### src/design/vote_pkg.sv
package vote_pkg;

	// ========================================================================
	// line data
	// ========================================================================

	typedef logic [7:0] byte_t;	// one byte on rx_data / data_out

	// ========================================================================
	// default set geometry, overridden on voter_top
	// ========================================================================

	localparam int N_COPIES_DEF    = 3;	// copies sent per packet
	localparam int ID_OFFSET_DEF   = 2;	// header bytes before the id
	localparam int MAX_LEN_DEF     = 64;	// payload bytes kept per copy
	localparam int SET_TIMEOUT_DEF = 32;	// idle cycles before an open set closes

	// ========================================================================
	// set controller states
	// ========================================================================

	typedef enum logic [1:0] {
		st_collect,	// copies arriving, idle timer running
		st_vote,	// agreement mask settled, pick a copy
		st_replay	// chosen copy streaming out
	} set_state_t;

endpackage

### src/design/copy_store.sv
module copy_store import vote_pkg::*; #(
	parameter int N_COPIES = N_COPIES_DEF,
	parameter int MAX_LEN  = MAX_LEN_DEF,
	localparam int ID_W = $clog2(N_COPIES + 1),
	localparam int CW   = (N_COPIES > 1) ? $clog2(N_COPIES) : 1,
	localparam int AW   = (MAX_LEN > 1) ? $clog2(MAX_LEN) : 1,
	localparam int LW   = $clog2(MAX_LEN + 1)
) (
	input  logic                clk,
	input  logic                rst_n,
	input  logic                wr_en,
	input  logic [ID_W-1:0]     wr_copy,
	input  logic [AW-1:0]       wr_addr,
	input  byte_t               wr_data,
	input  logic                frame_end,
	input  logic                set_clear,
	input  logic [CW-1:0]       rd_copy,
	input  logic [AW-1:0]       rd_addr,
	output byte_t               rd_data,
	output logic [LW-1:0]       rd_len,
	output logic [N_COPIES-1:0] present,
	output logic [N_COPIES-1:0] pair_agree
);

	byte_t               mem [N_COPIES][MAX_LEN];
	logic [LW-1:0]       len [N_COPIES];
	logic [N_COPIES-1:0] mism [N_COPIES];	// symmetric, set once a byte differed
	logic [N_COPIES-1:0] diff;		// byte now written differs from copy j
	logic [LW-1:0]       cur_len;		// bytes of the copy being written
	logic [CW-1:0]       wr_idx;
	logic                first_wr;

	assign wr_idx   = CW'(wr_copy - 1'b1);	// ids start at 1
	assign first_wr = wr_en && (wr_addr == '0);
	assign rd_len   = len[rd_copy];

	always_comb begin
		for (int j = 0; j < N_COPIES; j++)
			diff[j] = present[j] && (CW'(j) != wr_idx) && (mem[j][wr_addr] != wr_data);
	end

	// ========================================================================
	// buffers and read port
	// ========================================================================

	always_ff @(posedge clk) begin
		if (wr_en)
			mem[wr_idx][wr_addr] <= wr_data;
		if (frame_end)
			len[wr_idx] <= cur_len;
		rd_data <= mem[rd_copy][rd_addr];	// one cycle read latency
	end

	// ========================================================================
	// presence and pairwise mismatch
	// ========================================================================

	always_ff @(posedge clk) begin
		if (!rst_n) begin
			present <= '0;
			cur_len <= '0;
			for (int i = 0; i < N_COPIES; i++)
				mism[i] <= '0;
		end else if (set_clear) begin
			present <= '0;
			for (int i = 0; i < N_COPIES; i++)
				mism[i] <= '0;
		end else begin
			if (wr_en) begin
				cur_len <= cur_len + 1'b1;
				for (int j = 0; j < N_COPIES; j++) begin
					if (CW'(j) != wr_idx) begin
						if (first_wr) begin	// rewritten copy starts clean
							mism[wr_idx][j] <= diff[j];
							mism[j][wr_idx] <= diff[j];
						end else if (diff[j]) begin
							mism[wr_idx][j] <= 1'b1;
							mism[j][wr_idx] <= 1'b1;
						end
					end
				end
			end
			if (frame_end) begin
				present[wr_idx] <= 1'b1;
				cur_len         <= '0;
				if (cur_len == '0) begin	// empty rewrite, old marks are stale
					for (int j = 0; j < N_COPIES; j++) begin
						mism[wr_idx][j] <= 1'b0;
						mism[j][wr_idx] <= 1'b0;
					end
				end
			end
		end
	end

	// a copy agrees when some other present copy has the same length and no mismatch
	always_comb begin
		pair_agree = '0;
		for (int i = 0; i < N_COPIES; i++)
			for (int j = 0; j < N_COPIES; j++)
				if (i != j && present[i] && present[j] && len[i] == len[j] && !mism[i][j])
					pair_agree[i] = 1'b1;
	end

endmodule

### src/design/frame_capture.sv
module frame_capture import vote_pkg::*; #(
	parameter int N_COPIES  = N_COPIES_DEF,
	parameter int ID_OFFSET = ID_OFFSET_DEF,
	parameter int MAX_LEN   = MAX_LEN_DEF,
	localparam int ID_W  = $clog2(N_COPIES + 1),
	localparam int AW    = (MAX_LEN > 1) ? $clog2(MAX_LEN) : 1,
	localparam int CNT_W = $clog2(ID_OFFSET + MAX_LEN + 2)
) (
	input  logic            clk,
	input  logic            rst_n,
	input  logic            rx_en,
	input  byte_t           rx_data,
	output logic            busy,		// registered rx_en
	output logic            wr_en,
	output logic [ID_W-1:0] wr_copy,
	output logic [AW-1:0]   wr_addr,
	output byte_t           wr_data,
	output logic            frame_end
);

	localparam logic [CNT_W-1:0] CNT_MAX = '1;

	byte_t            rx_data_q;
	logic [CNT_W-1:0] cnt;		// offset of rx_data_q within the frame
	logic             id_ok;	// id of this frame is in range
	logic             id_valid;
	logic             in_payload;
	logic [CNT_W-1:0] pay_idx;

	assign id_valid   = (rx_data_q != 8'd0) && (int'(rx_data_q) <= N_COPIES);
	assign in_payload = (int'(cnt) > ID_OFFSET) && (int'(cnt) <= ID_OFFSET + MAX_LEN);
	assign pay_idx    = cnt - CNT_W'(ID_OFFSET + 1);

	// input stage and write data path
	always_ff @(posedge clk) begin
		rx_data_q <= rx_data;
		wr_data   <= rx_data_q;
		wr_addr   <= AW'(pay_idx);
	end

	// ========================================================================
	// offset counter, id latch, strobes
	// ========================================================================

	always_ff @(posedge clk) begin
		if (!rst_n) begin
			busy      <= 1'b0;
			cnt       <= '0;
			id_ok     <= 1'b0;
			wr_copy   <= '0;
			wr_en     <= 1'b0;
			frame_end <= 1'b0;
		end else begin
			busy      <= rx_en;
			wr_en     <= 1'b0;
			frame_end <= 1'b0;
			if (busy) begin
				if (cnt != CNT_MAX)
					cnt <= cnt + 1'b1;	// saturates past the longest payload
				if (int'(cnt) == ID_OFFSET) begin
					id_ok   <= id_valid;
					wr_copy <= ID_W'(rx_data_q);
				end else if (id_ok && in_payload) begin
					wr_en <= 1'b1;	// bytes beyond MAX_LEN are dropped
				end
			end else begin
				cnt       <= '0;
				frame_end <= id_ok;	// only frames with a usable id end a copy
				id_ok     <= 1'b0;
			end
		end
	end

endmodule

### src/design/replay_out.sv
module replay_out import vote_pkg::*; #(
	parameter int N_COPIES = N_COPIES_DEF,
	parameter int MAX_LEN  = MAX_LEN_DEF,
	localparam int CW = (N_COPIES > 1) ? $clog2(N_COPIES) : 1,
	localparam int AW = (MAX_LEN > 1) ? $clog2(MAX_LEN) : 1,
	localparam int LW = $clog2(MAX_LEN + 1)
) (
	input  logic          clk,
	input  logic          rst_n,
	input  logic          play_start,
	input  logic [CW-1:0] play_copy,
	input  logic [LW-1:0] rd_len,
	input  byte_t         rd_data,
	output logic [CW-1:0] rd_copy,
	output logic [AW-1:0] rd_addr,
	output logic          en_out,
	output byte_t         data_out,
	output logic          play_done
);

	logic [CW-1:0] cpy_q;
	logic [AW-1:0] addr_q;
	logic [AW-1:0] last_addr;
	logic          running;	// read address being issued
	logic          fall_q;	// first cycle with en_out low again
	byte_t         hold_q;

	// length of the new copy is looked up in the play_start cycle
	assign rd_copy  = play_start ? play_copy : cpy_q;
	assign rd_addr  = addr_q;
	assign data_out = en_out ? rd_data : hold_q;	// line holds its last byte

	always_ff @(posedge clk) begin
		hold_q <= data_out;
		if (play_start)
			last_addr <= AW'(rd_len - 1'b1);
	end

	always_ff @(posedge clk) begin
		if (!rst_n) begin
			cpy_q     <= '0;
			addr_q    <= '0;
			running   <= 1'b0;
			en_out    <= 1'b0;
			fall_q    <= 1'b0;
			play_done <= 1'b0;
		end else begin
			en_out    <= running;	// lines up with the read latency
			fall_q    <= en_out && !running;
			play_done <= fall_q || (play_start && rd_len == '0);
			if (play_start) begin
				cpy_q   <= play_copy;
				addr_q  <= '0;
				running <= (rd_len != '0);
			end else if (running) begin
				if (addr_q == last_addr)
					running <= 1'b0;
				else
					addr_q <= addr_q + 1'b1;
			end
		end
	end

endmodule

### src/design/set_control.sv
module set_control import vote_pkg::*; #(
	parameter int N_COPIES    = N_COPIES_DEF,
	parameter int SET_TIMEOUT = SET_TIMEOUT_DEF,
	localparam int ID_W = $clog2(N_COPIES + 1),
	localparam int CW   = (N_COPIES > 1) ? $clog2(N_COPIES) : 1,
	localparam int IW   = $clog2(SET_TIMEOUT + 1)
) (
	input  logic                clk,
	input  logic                rst_n,
	input  logic                frame_end,
	input  logic [ID_W-1:0]     wr_copy,
	input  logic                busy,
	input  logic [N_COPIES-1:0] present,
	input  logic [N_COPIES-1:0] pair_agree,
	input  logic                play_done,
	output logic                set_clear,
	output logic                play_start,
	output logic [CW-1:0]       play_copy,
	output logic                lost
);

	set_state_t    state;
	logic [IW-1:0] idle_cnt;	// idle cycles since the last frame
	logic          last_end;	// frame with the highest id just ended
	logic          timed_out;
	logic          close_set;
	logic [CW-1:0] pick;
	logic          found;

	assign last_end  = frame_end && (wr_copy == ID_W'(N_COPIES));
	assign timed_out = !busy && (present != '0) && (idle_cnt == IW'(SET_TIMEOUT - 1));
	assign close_set = last_end || timed_out;

	// lowest-numbered copy with a partner
	always_comb begin
		pick  = '0;
		found = 1'b0;
		for (int i = N_COPIES - 1; i >= 0; i--) begin
			if (pair_agree[i]) begin
				pick  = CW'(i);
				found = 1'b1;
			end
		end
	end

	// ========================================================================
	// set FSM
	// ========================================================================

	always_ff @(posedge clk) begin
		if (!rst_n) begin
			state      <= st_collect;
			idle_cnt   <= '0;
			set_clear  <= 1'b0;
			play_start <= 1'b0;
			play_copy  <= '0;
			lost       <= 1'b0;
		end else begin
			set_clear  <= 1'b0;
			play_start <= 1'b0;
			lost       <= 1'b0;
			case (state)
				st_collect: begin
					if (busy || present == '0)
						idle_cnt <= '0;
					else
						idle_cnt <= idle_cnt + 1'b1;
					if (close_set) begin
						idle_cnt <= '0;
						state    <= st_vote;	// present settles this edge
					end
				end
				st_vote: begin
					set_clear <= 1'b1;
					if (found) begin
						play_start <= 1'b1;
						play_copy  <= pick;
						state      <= st_replay;
					end else begin
						lost  <= 1'b1;	// no two copies agree
						state <= st_collect;
					end
				end
				st_replay: begin
					if (play_done)
						state <= st_collect;
				end
				default: state <= st_collect;
			endcase
		end
	end

endmodule

### src/design/voter_top.sv
module voter_top import vote_pkg::*; #(
	parameter int N_COPIES    = N_COPIES_DEF,
	parameter int ID_OFFSET   = ID_OFFSET_DEF,
	parameter int MAX_LEN     = MAX_LEN_DEF,
	parameter int SET_TIMEOUT = SET_TIMEOUT_DEF
) (
	input  logic  clk,
	input  logic  rst_n,
	input  logic  rx_en,
	input  byte_t rx_data,
	output logic  en_out,
	output byte_t data_out,
	output logic  lost
);

	localparam int ID_W = $clog2(N_COPIES + 1);
	localparam int CW   = (N_COPIES > 1) ? $clog2(N_COPIES) : 1;
	localparam int AW   = (MAX_LEN > 1) ? $clog2(MAX_LEN) : 1;
	localparam int LW   = $clog2(MAX_LEN + 1);

	logic                busy;
	logic                wr_en;
	logic [ID_W-1:0]     wr_copy;
	logic [AW-1:0]       wr_addr;
	byte_t               wr_data;
	logic                frame_end;
	logic                set_clear;
	logic [N_COPIES-1:0] present;
	logic [N_COPIES-1:0] pair_agree;
	logic                play_start;
	logic [CW-1:0]       play_copy;
	logic                play_done;
	logic [CW-1:0]       rd_copy;
	logic [AW-1:0]       rd_addr;
	byte_t               rd_data;
	logic [LW-1:0]       rd_len;

	frame_capture #(.N_COPIES(N_COPIES), .ID_OFFSET(ID_OFFSET), .MAX_LEN(MAX_LEN)) u_capture (
		.clk(clk), .rst_n(rst_n), .rx_en(rx_en), .rx_data(rx_data), .busy(busy),
		.wr_en(wr_en), .wr_copy(wr_copy), .wr_addr(wr_addr), .wr_data(wr_data),
		.frame_end(frame_end)
	);

	copy_store #(.N_COPIES(N_COPIES), .MAX_LEN(MAX_LEN)) u_store (
		.clk(clk), .rst_n(rst_n), .wr_en(wr_en), .wr_copy(wr_copy), .wr_addr(wr_addr),
		.wr_data(wr_data), .frame_end(frame_end), .set_clear(set_clear),
		.rd_copy(rd_copy), .rd_addr(rd_addr), .rd_data(rd_data), .rd_len(rd_len),
		.present(present), .pair_agree(pair_agree)
	);

	set_control #(.N_COPIES(N_COPIES), .SET_TIMEOUT(SET_TIMEOUT)) u_control (
		.clk(clk), .rst_n(rst_n), .frame_end(frame_end), .wr_copy(wr_copy), .busy(busy),
		.present(present), .pair_agree(pair_agree), .play_done(play_done),
		.set_clear(set_clear), .play_start(play_start), .play_copy(play_copy), .lost(lost)
	);

	replay_out #(.N_COPIES(N_COPIES), .MAX_LEN(MAX_LEN)) u_replay (
		.clk(clk), .rst_n(rst_n), .play_start(play_start), .play_copy(play_copy),
		.rd_len(rd_len), .rd_data(rd_data), .rd_copy(rd_copy), .rd_addr(rd_addr),
		.en_out(en_out), .data_out(data_out), .play_done(play_done)
	);

endmodule

### config.mk
export PLATFORM = sky130hd
export DESIGN_NAME = voter_top
export DESIGN_NICKNAME = d
export VERILOG_FILES = /design/src/design/vote_pkg.sv /design/src/design/copy_store.sv /design/src/design/frame_capture.sv /design/src/design/replay_out.sv /design/src/design/set_control.sv /design/src/design/voter_top.sv
export SDC_FILE = /design/constraint.sdc
export NUM_CORES = 2
export LEC_CHECK = 0
export CAP_MARGIN = 20
export CORE_MARGIN = 5
export CORE_UTILIZATION = 45
export CTS_CLUSTER_SIZE = 20
export DETAILED_ROUTE_END_ITERATION = 8
export DONT_BUFFER_PORTS = 1
export PLACE_DENSITY = 0.63
export SYNTH_ARGS = -nofsm -noshare
export SYNTH_HDL_FRONTEND = slang
export SYNTH_HIERARCHICAL = 1
export SYNTH_SLANG_ARGS = --single-unit
### constraint.sdc
create_clock -name clk -period 5.5 [get_ports clk]
set_input_delay 1.1 -clock clk [delete_from_list [all_inputs] [get_ports clk]]
set_output_delay 1.1 -clock clk [all_outputs]
set_load 0.005 [all_outputs]
### Word level (Yosys, flattened, before mapping)

Memory sizes are Yosys's and may differ from the RTL's.
Index checks and enable logic that the tools add are counted.

* bits in read-only memories: 0
* output and inout bits: 10
* flip-flop bits (word level): 92
* memory bits (writable): 1566
* memories kept: 3
* latch bits: 0

* eq/ne operators: 23
* bitwise gates (word level): 76
* magnitude comparators: 8
* reduce and logical (&&, ||, !) cells: 64
* shifts and indexed selects: 0
* add/subtract/negate cells: 7
* muxes and demuxes: 144
* $mul: 0
* div/mod/pow operators: 0

Memories
* u_store.mem: words 3, width 512, rd ports 4, clocked after Yosys merged registers in 0, wr ports 1, RTL line copy_store.sv:25 `byte_t mem [N_COPIES][MAX_LEN];`
* u_store.len: words 3, width 7, rd ports 4, clocked after Yosys merged registers in 0, wr ports 1, RTL line copy_store.sv:26 `logic [LW-1:0] len [N_COPIES];`
* u_store.mism: words 3, width 3, rd ports 3, clocked after Yosys merged registers in 0, wr ports 4, RTL line copy_store.sv:27 `logic [N_COPIES-1:0] mism [N_COPIES];`

Operators by type and width (count)
* $mux 512: 1
* $bmux 8 s6: 4
* $mux 1: 105
* $mux 8: 10
* $demux 8 s6: 1
* $eq 7x7->1: 6
* $or 1x1->1: 42
* $logic_and 1x1->1: 32
* $mux 3: 10
* $ne 8x8->1: 3
* $add 7x1->7 const B: 2
* $ge 7x7->1 const B: 2
* $logic_not 7->1: 2
* $mux 2: 7
* $mux 7: 2
* $not 6->7: 2
* $reduce_and 2->1: 7
* $not 1->1: 13
* $add 6x1->6 const B: 2
* $and 1x1->1: 12
* $mux 6: 2
* $eq 2x2->1 const B: 5
* $le 8x2->1 const B: 1
* $logic_not 1->1: 8
* 30 further kinds: 41

### Longest topological paths before layout

* depth in word-level cells: 17
* depth in mapped cells: 18

### Cells and area by module

Netlist, hierarchy kept.

Modules (own cells, without submodules)
* copy_store: instances 1, cells an instance 5005, area an instance 94778.4 um2
* replay_out: instances 1, cells an instance 101, area an instance 1142.3 um2
* frame_capture: instances 1, cells an instance 97, area an instance 1112.3 um2
* set_control: instances 1, cells an instance 70, area an instance 618.1 um2

### Worst setup path before layout

No wires, ideal clock.

* kind: flip-flop to flip-flop
* start point: reg u_capture.wr_data[0]
* end point: mem u_store/mism[2][1] (netlist bit), enable pin
* slack: 0.203 ns
* arrival: 5.053 ns
* cell stages (with the launch flop): 7
* required time: 5.255 ns
* path buffers: 0
* cell sequence: dfxtp_1 xnor2_1 or4_4 o31ai_4 a2bb2oi_1 o21ai_1 nand2b_1

RTL lines
* start: declaration: RTL line frame_capture.sv:17 `output byte_t wr_data,`
* start signal: assignment: RTL line frame_capture.sv:37 `wr_data <= rx_data_q;`
* end: declaration: RTL line copy_store.sv:27

==> results.cfg <==
[sta]
period_minus_slack_ps = 5620
worst-slew-pin-transition_ps = 1320
hold_violations = 0
rsz0062_at_grt = false
fin_hold_ws_ps = 222
fmax_mhz = 178
fin_tns_setup_ps = -177
timing.clock.skew_ps = 51.3
drv_slew = 0
fin_ws_ps = -124
relSlewSlack_pct = 11.4
setup_viol_count_final = 2
post-route-period-util_pct = 102

[cts]
clock_sink_count = 2174
worstSkewPairLatency_ps = 910
hold_buffers = 0
root_buffer = clkbuf_16
numCtsBuffers = 220
cts_tree = done
clk_pin_slew_ps = 60
cts_max_level = 4
cts_setup_buffers = 0
clockBufferDepth = 3
cts.repair.resized = 0

[synthesis]
yosysTopAreaCellShare_pct = 64.1
yosysTopAreaCell = edfxtp_1
synth-seq-cells = 2174
ys_seq_area_share_pct = 65.9
synth.distinct_cells = 107
yosys-top-cells-area = edfxtp_1 (64%), mux4_2 (19%), dfxtp_1 (1.8%)
synth_edf_count = 2084
synthArstFlopShare_pct = 0
mappedNetlistArea_um2 = 97700
synthCells = 5273
synthFlopType = edfxtp_1
synthesis.nets = 5292
syn_area_per_cell_um2 = 18.5
ys_warn_count = 6

[critical_path]
critPathRequiredTime_ps = 6310
crit_top_cell = buf_4
crit_path_cell_trace = buf_12, buf_4, mux4_2, mux2i_1, buf_4, o22ai_1, a21oi_1, nand4_1, xor2_1, or4_4, o311ai_1, a21bo_1, nand3_1, a311oi_1
crit_arrival_ps = 6430
criticalPathCategory = reg2reg
end_kind = register
path_max_fanout = 24
max_stage_delay_ps = 780
crit_path_top_delay_cell = dfxtp_4
startpoint_type = register

[die]
core_area_um2 = 217000
io_pins = 21
die_w_um = 476
die_y_um = 476
die_area_um2 = 226000
fp-row-count = 171
start_util_pct = 45.1

[global_routing]
first_global_vias = 58965
grt_pass1_wl_um = 506000
grt_overflow = 0
grt_max_degree = 193
antenna_found_initial = 25
grt_usage_pct = 32.7

[place]
gp_congestion = 1.01
dpl_cell_area_um2 = 104000
dpl.hpwl_um = 261000
port_buffers = 0

[drt]
dr.pass1.iters = 7
vias = 61420
routed_wl_um = 374000
antenna_left = 0
drcViolationCount = 0
wl_per_cell_um = 43.5
viasPerCell = 7.14
drtIter0Drc = 11440

[finish]
final_common_cell = edfxtp_1
drive_gt1_share_pct = 31.6
synthToLayoutAreaGrowth_pct = 13.4
most-common-layout-cells = edfxtp_1 (2084), mux4_2 (814), buf_4 (400), nor2_1 (336), clkbuf_16 (224)
fin_area_um2 = 111000
nNetsFinal = 5574
fin_util_pct = 51.1

[worst_hold_path]
holdCritPathClass = in2reg

[pwr]
power_w = 0.0340
power_density_nw_per_um2 = 307
ir_drop_uv = 364
power.leakage_nw = 34.8

[flow_run]
maxCapViolCount = 0

[outcome]
status = complete, but fails checks
violations = setup timing
-- per-layer routing --
layer	global-route usage, %	wire, µm	part of all wire [%]
met1	43.1	130000	35
met2	47.9	163000	44
met4	19.5	28300	7.5
met3	10.6	52500	14
met5	0	158	0.042
-- metrics by stage --
step | std cells | setup slack, ps
floorplan | 5273 | 203
global placement | 8161 | 171
detailed placement | 8177 | 133
CTS | 8589 | 104
global route | 8601 | 1.09
finish | 8608 | -124
-- synthesized netlist by cell type (all sizes together), types with 10 or more instances --
cell and n:
a211oi 11, and2 11, a221o 22, xnor2 31, a21oi 81, o211ai 19, a31oi 18, nand3 58
nor3 17, o21ai 69, nor2 344, nand4 26, nand3b 14, nor3b 17, o22ai 46, nand2 184
o221ai 28, mux4 816, a22oi 132, xor2 28, clkbuf 184, dfxtp 90, inv 20, or3b 10
mux2 150, o2bb2ai 16, a221oi 121, nand2b 26, edfxtp 2084, nor2b 19, mux2i 160, and3 24
buf 223, a22o 20
-- layout make-up --
| type | instances | area (µm²) |
|---|---|---|
| repair buffers | 467 | 4180 |
| well taps | 2854 | 3570 |
| clock inverters | 138 | 1270 |
| inverters | 21 | 82.6 |
| multi-input cells | 2671 | 31300 |
| fillers | 17203 | 106000 |
| flip-flops and latches | 2174 | 64400 |
| diodes | 9 | 22.5 |
| clock buffers | 274 | 5820 |
-- worst paths after layout --
path / startpoint / to / slack (ps) / cells past startpoint
setup / recovery: u_capture/wr_addr[0] / u_store/mism[0][1] / -120 / 14
hold / removal: rx_data[0] / u_capture/rx_data_q[0] / 220 / 0
setup reg to reg: u_capture/wr_addr[0] / u_store/mism[0][1] / -120 / 14
hold reg to reg: u_capture/rx_data_q[5] / u_capture/wr_data[5] / 350 / 0
-- worst max-delay path: cells and delay by family, from the launching register on --
family | cells | cell delay, ps
mux | 2 | 1220
compound gates | 5 | 1610
flops | 1 | 780
xor+xnor | 1 | 170
simple gates | 3 | 740
buf+inv | 3 | 890
-- flip-flops by register name (all words and copies together) (netlist names), 2 cells and up --
name	count
u_replay/last_addr	6
u_store/cur_len	7
u_control/play_copy	2
u_control/idle_cnt	6
u_replay/rd_addr	6
u_capture/wr_data	8
u_capture/rx_data_q	8
u_store/present	3
u_store/len	28
u_capture/wr_copy	2
u_replay/cpy_q	2
u_capture/wr_addr	6
u_capture/cnt	7
u_replay/hold_q	8
u_store/mem	2048
u_store/mism	6
u_control/state	2
u_store/rd_data	8
-- where the power goes --
part	internal, W	switching, W
registers	0.0181	0.0000809
logic	0.000237	0.000678
clock network	0.00827	0.00663
-- kinds of logic (layout without fill, tap and decap cells) --
family          count (synthesis)  after routing  share of synthesized area [%]
buf+inv                       428            900                           2.14
flops                        2174           2174                           65.9
other cells                     0              9                              0
xor+xnor                       59             59                          0.529
simple gates                  800            800                           3.90
compound gates                678            678                           5.20
mux                          1126           1126                           22.2
fa+ha+maj                       8              8                          0.103
Power figures use the tool's default switching activity.
